File: config.mk
export PLATFORM = sky130hd
export DESIGN_NAME = ins_decoder
export DESIGN_NICKNAME = d
export VERILOG_FILES = /design/src/hw/ins_decoder_pkg.sv /design/src/hw/opcode_classifier.sv /design/src/hw/phase_sequencer.sv /design/src/hw/step_generator.sv /design/src/hw/ins_decoder.sv
export SDC_FILE = /design/constraint.sdc
export NUM_CORES = 1
export LEC_CHECK = 0
export ABC_AREA = 1
export BUFFER_PORTS_ARGS = -buffer_cell sky130_fd_sc_hd__buf_2
export CORE_MARGIN = 2
export CORE_UTILIZATION = 58
export DETAILED_ROUTE_END_ITERATION = 6
export GPL_TIMING_DRIVEN = 0
export PLACE_DENSITY_LB_ADDON = 0.3
export SYNTH_ARGS = -nofsm -noshare
export SYNTH_HDL_FRONTEND = slang
export SYNTH_SLANG_ARGS = --single-unit
File: constraint.sdc
create_clock -name clk -period 3.3 [get_ports clk]
set_clock_uncertainty 0.2 [all_clocks]
set_input_delay 0.66 -clock clk [delete_from_list [all_inputs] [get_ports clk]]
set_output_delay 0.66 -clock clk [all_outputs]
set_load 0.01 [all_outputs]
File: src/hw/ins_decoder_pkg.sv
// shared decoder types; byte and phase widths are fixed by the 8051 opcode set
package ins_decoder_pkg;

    typedef logic [7:0] byte_t;
    typedef logic [3:0] phase_t;     // micro-steps still to run
    typedef logic [1:0] reg_bank_t;  // PSW bank select

    typedef enum logic [1:0] {
        STEP_FETCH,
        STEP_RAM_READ,
        STEP_RAM_WRITE,
        STEP_PROCESS
    } step_kind_e;

    typedef enum logic [1:0] {
        SRC_A,
        SRC_RAM_DATA,
        SRC_ROM_DATA,
        SRC_NONE
    } data_src_e;

    typedef enum logic [3:0] {
        ALU_MOV,
        ALU_ADD,
        ALU_ADDC,
        ALU_SUBB,
        ALU_ORL,
        ALU_ANL,
        ALU_XRL,
        ALU_INC,
        ALU_DEC,
        ALU_CLR,
        ALU_CPL
    } alu_op_e;

    typedef enum logic [2:0] {
        OP_MOV_TO_A,
        OP_MOV_FROM_A,
        OP_MOV_IMM,      // mov dest,#data
        OP_MOV_DIR_DIR,
        OP_ALU_A,
        OP_INC_DEC,
        OP_A_UNARY,      // clr a / cpl a
        OP_SKIP
    } ins_op_e;

    typedef enum logic [2:0] {
        MODE_ACC,
        MODE_RN,
        MODE_RI,
        MODE_DIRECT,
        MODE_IMM
    } operand_mode_e;

    typedef enum logic {
        SEQ_IDLE,
        SEQ_BUSY
    } seq_state_e;

    typedef struct packed {
        byte_t         opcode;
        ins_op_e       op;
        operand_mode_e mode;    // source mode, or destination for mov-from-a / mov-imm
        alu_op_e       alu_op;
        phase_t        steps;
    } ins_class_t;

    typedef struct packed {
        step_kind_e kind;
        byte_t      addr;
        data_src_e  a_src;   // write data or alu operand a
        data_src_e  b_src;
        alu_op_e    alu_op;
    } micro_step_t;

    typedef struct packed {
        byte_t rom_data;
        byte_t ram_data;     // ram read data or alu result
    } step_resp_t;

endpackage

File: src/hw/opcode_classifier.sv
// combinational decode; jumps, calls, stack, bit ops, mul/div and rotates all map to a zero-step skip
`timescale 1ns/10ps
module opcode_classifier (
    input  ins_decoder_pkg::byte_t      opcode,
    output ins_decoder_pkg::ins_class_t ins_class
);
    import ins_decoder_pkg::*;

    logic [3:0]    hi;
    logic [3:0]    lo;
    operand_mode_e src_mode;
    ins_op_e       op;
    operand_mode_e mode;
    alu_op_e       alu_op;

    function automatic phase_t step_count(ins_op_e f, operand_mode_e m);
        phase_t n;
        n = '0;
        case (f)
            OP_MOV_TO_A, OP_ALU_A: n = (m == MODE_RN || m == MODE_IMM) ? 4'd2 : 4'd3;
            OP_MOV_FROM_A:         n = (m == MODE_RN) ? 4'd1 : 4'd2;
            OP_MOV_IMM:            n = (m == MODE_RN) ? 4'd2 : 4'd3;
            OP_MOV_DIR_DIR:        n = 4'd4;
            OP_INC_DEC: begin
                case (m)
                    MODE_ACC: n = 4'd1;
                    MODE_RN:  n = 4'd3;
                    default:  n = 4'd4;
                endcase
            end
            OP_A_UNARY:            n = 4'd1;
            default:               n = '0;
        endcase
        return n;
    endfunction

    assign hi = opcode[7:4];
    assign lo = opcode[3:0];

    // low nibble 4..f: 4 imm, 5 direct, 6/7 @ri, 8..f rn
    always_comb begin
        if (lo[3])
            src_mode = MODE_RN;
        else if (lo[1])
            src_mode = MODE_RI;
        else if (lo[0])
            src_mode = MODE_DIRECT;
        else
            src_mode = MODE_IMM;
    end

    always_comb begin
        op     = OP_SKIP;
        mode   = src_mode;
        alu_op = ALU_MOV;
        if (lo >= 4'h4) begin
            case (hi)
                4'h0, 4'h1: begin
                    op     = OP_INC_DEC;
                    mode   = (src_mode == MODE_IMM) ? MODE_ACC : src_mode;  // x4 is inc/dec a
                    alu_op = opcode[4] ? ALU_DEC : ALU_INC;
                end
                4'h2, 4'h3: begin
                    op     = OP_ALU_A;
                    alu_op = opcode[4] ? ALU_ADDC : ALU_ADD;
                end
                4'h4: begin
                    op     = OP_ALU_A;
                    alu_op = ALU_ORL;
                end
                4'h5: begin
                    op     = OP_ALU_A;
                    alu_op = ALU_ANL;
                end
                4'h6: begin
                    op     = OP_ALU_A;
                    alu_op = ALU_XRL;
                end
                4'h9: begin
                    op     = OP_ALU_A;
                    alu_op = ALU_SUBB;
                end
                4'h7: op = (src_mode == MODE_IMM) ? OP_MOV_TO_A : OP_MOV_IMM;  // 74 is mov a,#data
                4'h8: op = (lo == 4'h5) ? OP_MOV_DIR_DIR : OP_SKIP;
                4'he: begin
                    op     = (src_mode == MODE_IMM) ? OP_A_UNARY : OP_MOV_TO_A;
                    alu_op = (src_mode == MODE_IMM) ? ALU_CLR : ALU_MOV;
                end
                4'hf: begin
                    op     = (src_mode == MODE_IMM) ? OP_A_UNARY : OP_MOV_FROM_A;
                    alu_op = (src_mode == MODE_IMM) ? ALU_CPL : ALU_MOV;
                end
                default: op = OP_SKIP;
            endcase
        end
        if (op == OP_SKIP || op == OP_A_UNARY)
            mode = MODE_ACC;
    end

    assign ins_class = '{opcode: opcode, op: op, mode: mode, alu_op: alu_op,
                         steps: step_count(op, mode)};

endmodule

File: src/hw/phase_sequencer.sv
// one instruction in flight; zero-step opcodes never leave idle, step_valid holds until step_ready
`timescale 1ns/10ps
module phase_sequencer (
    input  logic                        clk,
    input  logic                        rst_n,
    input  logic                        ins_valid,
    input  ins_decoder_pkg::ins_class_t ins_class,
    input  logic                        step_ready,
    output logic                        ins_ready,
    output logic                        step_valid,
    output logic                        step_accept,
    output ins_decoder_pkg::ins_class_t cur_class,
    output ins_decoder_pkg::phase_t     phase
);
    import ins_decoder_pkg::*;

    seq_state_e state;

    assign ins_ready   = (state == SEQ_IDLE);
    assign step_valid  = (state == SEQ_BUSY);
    assign step_accept = step_valid && step_ready;

    always_ff @(posedge clk or negedge rst_n) begin
        if (!rst_n) begin
            state     <= SEQ_IDLE;
            phase     <= '0;
            cur_class <= '0;
        end else begin
            case (state)
                SEQ_IDLE: begin
                    if (ins_valid) begin
                        cur_class <= ins_class;
                        phase     <= ins_class.steps;
                        if (ins_class.steps != '0)
                            state <= SEQ_BUSY;   // nop / unknown stay idle
                    end
                end
                SEQ_BUSY: begin
                    if (step_accept) begin
                        phase <= phase - 1'b1;
                        if (phase == 4'd1)
                            state <= SEQ_IDLE;
                    end
                end
                default: state <= SEQ_IDLE;
            endcase
        end
    end

    // busy always has at least the current step left
    a_busy_phase: assert property (@(posedge clk) disable iff (!rst_n)
        state == SEQ_BUSY |-> phase != '0);

    // an offered step stays put, class and phase included, until taken
    a_step_hold: assert property (@(posedge clk) disable iff (!rst_n)
        step_valid && !step_ready |=> step_valid && $stable(phase) && $stable(cur_class));

endmodule

File: src/hw/step_generator.sv
// register_bank must stay stable for a whole instruction; returned bytes are latched only on accept
`timescale 1ns/10ps
module step_generator (
    input  logic                         clk,
    input  logic                         rst_n,
    input  ins_decoder_pkg::ins_class_t  cur_class,
    input  ins_decoder_pkg::phase_t      phase,
    input  ins_decoder_pkg::reg_bank_t   register_bank,
    input  logic                         step_accept,
    input  ins_decoder_pkg::step_resp_t  resp,
    output ins_decoder_pkg::micro_step_t step
);
    import ins_decoder_pkg::*;

    byte_t     last_rom;
    byte_t     last_ram;
    byte_t     scratch;     // mov dir,#data target or inc/dec @ri pointer
    byte_t     scratch_d;
    logic      scratch_ld;
    byte_t     rn_addr;
    byte_t     ri_addr;
    phase_t    idx;
    logic      first_step;
    logic      last_step;
    data_src_e wr_src;
    data_src_e b_last;

    function automatic micro_step_t fetch_step();
        micro_step_t s;
        s      = '0;
        s.kind = STEP_FETCH;
        return s;
    endfunction

    function automatic micro_step_t read_step(byte_t a);
        micro_step_t s;
        s      = '0;
        s.kind = STEP_RAM_READ;
        s.addr = a;
        return s;
    endfunction

    function automatic micro_step_t write_step(data_src_e src, byte_t a);
        micro_step_t s;
        s       = '0;
        s.kind  = STEP_RAM_WRITE;
        s.addr  = a;
        s.a_src = src;
        return s;
    endfunction

    function automatic micro_step_t proc_step(data_src_e a, data_src_e b, alu_op_e op);
        micro_step_t s;
        s        = '0;
        s.kind   = STEP_PROCESS;
        s.a_src  = a;
        s.b_src  = b;
        s.alu_op = op;
        return s;
    endfunction

    function automatic micro_step_t unary_step(data_src_e a, alu_op_e op);
        micro_step_t s;
        s        = '0;
        s.kind   = STEP_PROCESS;
        s.a_src  = a;
        s.alu_op = op;
        return s;
    endfunction

    function automatic data_src_e write_src(ins_op_e f);
        case (f)
            OP_MOV_FROM_A:              return SRC_A;
            OP_MOV_IMM:                 return SRC_ROM_DATA;
            OP_MOV_DIR_DIR, OP_INC_DEC: return SRC_RAM_DATA;
            default:                    return SRC_NONE;  // family never writes ram
        endcase
    endfunction

    assign rn_addr    = {3'b000, register_bank, cur_class.opcode[2:0]};
    assign ri_addr    = {3'b000, register_bank, 2'b00, cur_class.opcode[0]};
    assign idx        = cur_class.steps - phase;   // 0 for the first step
    assign first_step = (idx == 4'd0);
    assign last_step  = (phase == 4'd1);
    assign wr_src     = write_src(cur_class.op);
    assign b_last     = (cur_class.mode == MODE_IMM) ? SRC_ROM_DATA : SRC_RAM_DATA;

    always_comb begin
        step       = '0;
        scratch_ld = 1'b0;
        scratch_d  = last_ram;
        case (cur_class.op)
            OP_MOV_TO_A, OP_ALU_A: begin
                if (last_step) begin
                    step = proc_step(SRC_A, b_last, cur_class.alu_op);
                end else begin
                    case (cur_class.mode)
                        MODE_RN:     step = read_step(rn_addr);
                        MODE_RI:     step = first_step ? read_step(ri_addr) : read_step(last_ram);
                        MODE_DIRECT: step = first_step ? fetch_step() : read_step(last_rom);
                        MODE_IMM:    step = fetch_step();
                        default:     step = '0;
                    endcase
                end
            end
            OP_MOV_FROM_A: begin
                case (cur_class.mode)
                    MODE_RN:     step = write_step(wr_src, rn_addr);
                    MODE_RI:     step = first_step ? read_step(ri_addr) : write_step(wr_src, last_ram);
                    MODE_DIRECT: step = first_step ? fetch_step() : write_step(wr_src, last_rom);
                    default:     step = '0;
                endcase
            end
            OP_MOV_IMM: begin
                if (last_step) begin
                    case (cur_class.mode)
                        MODE_RN:     step = write_step(wr_src, rn_addr);
                        MODE_RI:     step = write_step(wr_src, last_ram);
                        MODE_DIRECT: step = write_step(wr_src, scratch);
                        default:     step = '0;
                    endcase
                end else if (cur_class.mode == MODE_RI && first_step) begin
                    step = read_step(ri_addr);
                end else begin
                    step       = fetch_step();
                    scratch_ld = first_step && (cur_class.mode == MODE_DIRECT);
                    scratch_d  = resp.rom_data;   // destination address byte
                end
            end
            OP_MOV_DIR_DIR: begin
                case (idx)
                    4'd1:    step = read_step(last_rom);
                    4'd3:    step = write_step(wr_src, last_rom);
                    default: step = fetch_step();
                endcase
            end
            OP_INC_DEC: begin
                if (cur_class.mode == MODE_ACC) begin
                    step = unary_step(SRC_A, cur_class.alu_op);
                end else if (last_step) begin
                    case (cur_class.mode)
                        MODE_RN: step = write_step(wr_src, rn_addr);
                        MODE_RI: step = write_step(wr_src, scratch);
                        default: step = write_step(wr_src, last_rom);
                    endcase
                end else if (phase == 4'd2) begin
                    step = unary_step(SRC_RAM_DATA, cur_class.alu_op);
                end else if (first_step) begin
                    case (cur_class.mode)
                        MODE_RN: step = read_step(rn_addr);
                        MODE_RI: step = read_step(ri_addr);
                        default: step = fetch_step();
                    endcase
                end else if (cur_class.mode == MODE_RI) begin
                    step       = read_step(last_ram);
                    scratch_ld = 1'b1;   // keep pointer, last_ram is overwritten
                end else begin
                    step = read_step(last_rom);
                end
            end
            OP_A_UNARY: step = unary_step(SRC_A, cur_class.alu_op);
            default:    step = '0;
        endcase
    end

    always_ff @(posedge clk) begin
        if (step_accept) begin
            if (step.kind == STEP_FETCH)
                last_rom <= resp.rom_data;
            if (step.kind == STEP_RAM_READ || step.kind == STEP_PROCESS)
                last_ram <= resp.ram_data;  // alu result comes back here too
            if (scratch_ld)
                scratch <= scratch_d;
        end
    end

    // classifier must never hand over a write for a family with no write data
    a_write_src: assert property (@(posedge clk) disable iff (!rst_n)
        step_accept && step.kind == STEP_RAM_WRITE |-> step.a_src != SRC_NONE);

endmodule

File: src/hw/ins_decoder.sv
// opcode in, micro-steps out over two valid/ready pairs; executor returns fetched and ram bytes in resp
`timescale 1ns/10ps
module ins_decoder (
    input  logic                         clk,
    input  logic                         rst_n,
    input  ins_decoder_pkg::byte_t       opcode,
    input  logic                         ins_valid,
    input  ins_decoder_pkg::reg_bank_t   register_bank,
    input  logic                         step_ready,
    input  ins_decoder_pkg::step_resp_t  resp,
    output logic                         ins_ready,
    output logic                         step_valid,
    output ins_decoder_pkg::micro_step_t step
);
    import ins_decoder_pkg::*;

    ins_class_t ins_class;   // decode of the offered opcode
    ins_class_t cur_class;   // instruction in flight
    phase_t     phase;
    logic       step_accept;

    opcode_classifier opcode_classifier_i (
        .opcode    (opcode),
        .ins_class (ins_class)
    );

    phase_sequencer phase_sequencer_i (
        .clk         (clk),
        .rst_n       (rst_n),
        .ins_valid   (ins_valid),
        .ins_class   (ins_class),
        .step_ready  (step_ready),
        .ins_ready   (ins_ready),
        .step_valid  (step_valid),
        .step_accept (step_accept),
        .cur_class   (cur_class),
        .phase       (phase)
    );

    step_generator step_generator_i (
        .clk           (clk),
        .rst_n         (rst_n),
        .cur_class     (cur_class),
        .phase         (phase),
        .register_bank (register_bank),
        .step_accept   (step_accept),
        .resp          (resp),
        .step          (step)
    );

endmodule

==> impl_metrics.yaml <==
sta:
  finalHoldViolations: 0
  rsz0062_at_grt: "true"
  fmax_mhz: 284
  min_period_ps: 3520
  fin_crit_sh: 1.07
  max_slew_margin: 0.404
  worst_pin_slew_ps: 894
  setup_viol: 18
  fin_ws_ps: -221
  drv_slew: 0
  holdWs_ps: 98.7
critical_path:
  r2r_start: "phase_sequencer_i.cur_class[0]$_DFFE_PN0P_"
  worst_ep_required_time_ps: 2440
  setup.worst_path.end_class: "output port"
  path_max_fanout: 5
  rr_worst_depth: 14
  reg2reg_to: "step_generator_i.last_ram[6]$_DFFE_PP_"
  crit_type: "flop to output port"
  r2r_setup_slack_ps: -20
  worstPathArrival_ps: 2660
  critPathLaunchType: "flop"
final_layout:
  diodes: 0
  post-route-util: 0.721
  instances_no_fill: 595
  mostFrequentLayoutCells: "nand2_1 (86), inv_1 (53), nor2_1 (52), buf_2 (52), o21ai_0 (32)"
  synthToLayoutAreaGrowth_pct: 19.4
  drive_above_1_share: 0.260
  fin_area_sq_um: 3970
  nets: 559
  final_common_cell: "nand2_1"
detailed_routing:
  ant_nets: 0
  wirelength_um: 9320
  viasPerCell: 5.88
  drc: 1
  drt_iter0_drc: 425
  first_pass_iters: 7
  wire_per_inst_um: 15.7
  dr_total_vias: 3500
synthesis:
  syn_avg_cell_area_sq_um: 7.27
  synth_area_sq_um: 3320
  synth_fp_nets: 494
  ys_ff_latch: 45
  synth.area.top_cells: "edfxtp_1 (22%), dfrtp_1 (16%), nand2_1 (11%)"
  ys_seq_area_frac: 0.375
  synth.distinct_cells: 46
  yosysWarnings: 0
  yosys.area.top_type: "edfxtp_1"
  synth_cells: 457
  yosys.area.top_type_share: 0.217
grt:
  grt_antenna_before_repair: 0
  first_global_vias: 3253
  grt_pass1_wl_um: 15000
  grt.total_usage: 0.307
  grt_max_degree: 22
  grt_overflow_total: 0
place:
  dp.cells: 578
  gp_congestion: 1.01
  dp_hpwl_um: 6710
  pre_cts_ws_ps: -290
  post_dp_cell_area_sq_um: 3660
  io_buffers: 49
floorplanning:
  fp.coreArea_sq_um: 5510
  rows: 27
  pin_count: 50
  die_h_um: 79.7
  die_width_um: 79.7
  dieArea_sq_um: 6350
  initial_core_util: 0.603
clock_network:
  clk_pin_slew_ps: 100
  htreeDepth: 2
  clk_latency_ps: 310
  cts_tree: "yes"
  clkSinkCount: 45
  cts_root_buffer: "clkbuf_8"
  cts_max_path_buffers: 2
  cts_hold_buffers: 0
  cts-buffers-inserted: 5
power:
  ir_worst_vdd_mv: 0.658
  power_density_nw_per_um2: 817
  leakagePower_nw: 1.91
status:
  violations: "DRC, setup timing"
  status: "finished, violations left"
worst_hold_path:
  min_path_type: "input pin to asynchronous set/reset pin"
flow_run:
  maxCapViolCount: 0
==> Yosys cell counts, drive strengths merged <==
| cell type | instances |
|---|---|
| o2111ai | 2 |
| xnor2 | 1 |
| o211ai | 6 |
| nor2 | 62 |
| a21oi | 30 |
| nor3 | 12 |
| o21ai | 46 |
| o21a | 1 |
| o22ai | 9 |
| nand2 | 105 |
| a22oi | 2 |
| or2 | 1 |
| inv | 65 |
| ha | 6 |
| nand3b | 1 |
| edfxtp | 24 |
| nand3 | 30 |
| a311oi | 1 |
| mux2 | 3 |
| a31oi | 2 |
| buf | 5 |
| o21bai | 2 |
| o311ai | 1 |
| xor2 | 1 |
| dfrtp | 21 |
| a211oi | 3 |
| clkbuf | 3 |
| nand4 | 7 |
| fa | 1 |
| clkinv | 4 |
==> what timing repair did <==
item	CTS	global route
cloned	1	0
gates resized for setup	21	28
pin swaps	8	8
endpoints found under the setup margin	33	34
setup buffers	7	1
==> critical path, stage by stage, from the launching register on <==
cell and delay (ps):
dfrtp_1 390, inv_1 70, ha_2 170, inv_2 40
fa_2 330, xor2_1 170, a21oi_1 130, nand2_1 80
inv_2 90, nand2_4 100, inv_4 110, buf_8 140
nand2_4 60, o211ai_1 80, nor2_1 50, nor2_1 110
nand2_1 90, buf_2 150
==> flip-flops by register name, indices dropped and copies added (netlist names) <==
register and count:
step_generator_i.scratch 8, step_generator_i.last_ram 8, phase_sequencer_i.step_valid 1, step_generator_i.last_rom 8, phase_sequencer_i.phase 4, phase_sequencer_i.cur_class 16
==> cell type report <==
class	instances	area (sq um)
fillers	454	1540
multi-input cells	335	1900
plain buffers	8	56.3
inverters	69	265
repair buffers	58	320
clock inverters	1	7.51
clock buffers	7	86.3
well taps	72	90.1
flip-flops and latches	45	1250
==> power by group <==
| group | internal (W) | switching (W) |
|---|---|---|
| sequential | 0.000792 | 0.000145 |
| clock | 0.000171 | 0.000198 |
| combinational | 0.000670 | 0.00127 |
| total | 0.00163 | 0.00161 |
==> cell families (layout without fill, tap and decap cells) <==
| logic type | count (synthesis) | count (layout) | synth area share |
|---|---|---|---|
| XOR/XNOR | 2 | 2 | 0.00527 |
| AND/OR/NAND/NOR | 218 | 218 | 0.310 |
| multiplexers | 3 | 3 | 0.0102 |
| AO/OA/AOI/OAI | 105 | 105 | 0.181 |
| buffers and inverters | 77 | 143 | 0.0900 |
| flip-flops | 45 | 45 | 0.375 |
| adder cells (fa/ha/maj) | 7 | 7 | 0.0286 |
==> per-stage QoR <==
step / total power (W) / setup TNS (ps)
final: 0.00324 / -1530
after global routing: 0.00349 / -7160
after CTS: 0.00308 / -1260
after detailed placement: 0.00254 / -2590
after global placement: 0.00249 / -1510
after floorplan: 0.00207 / 0
==> how the worst max path moves through the flow <==
stage	start	to	slack (ps)	cells past startpoint
after detailed placement	phase_sequencer_i.cur_class[0]$_DFFE_PN0P_	step_generator_i.last_ram[3]$_DFFE_PP_	-290	14
after global placement	phase_sequencer_i.cur_class[0]$_DFFE_PN0P_	step_generator_i.last_ram[3]$_DFFE_PP_	-190	14
after CTS	phase_sequencer_i.cur_class[0]$_DFFE_PN0P_	step[12]	-190	15
final	phase_sequencer_i.cur_class[0]$_DFFE_PN0P_	step[11]	-220	17
after global routing	phase_sequencer_i.cur_class[0]$_DFFE_PN0P_	step[8]	-380	15
after floorplan	phase_sequencer_i.cur_class[0]$_DFFE_PN0P_	step[15]	350	12
==> layer usage <==
layer,GRT usage,share of wire,wire length (um)
met1,0.427,0.42,3870
met2,0.476,0.45,4180
met3,0.0509,0.10,978
met4,0.122,0.031,288
met5,0,0,0
No activity file was read; power rests on OpenSTA's default activity.
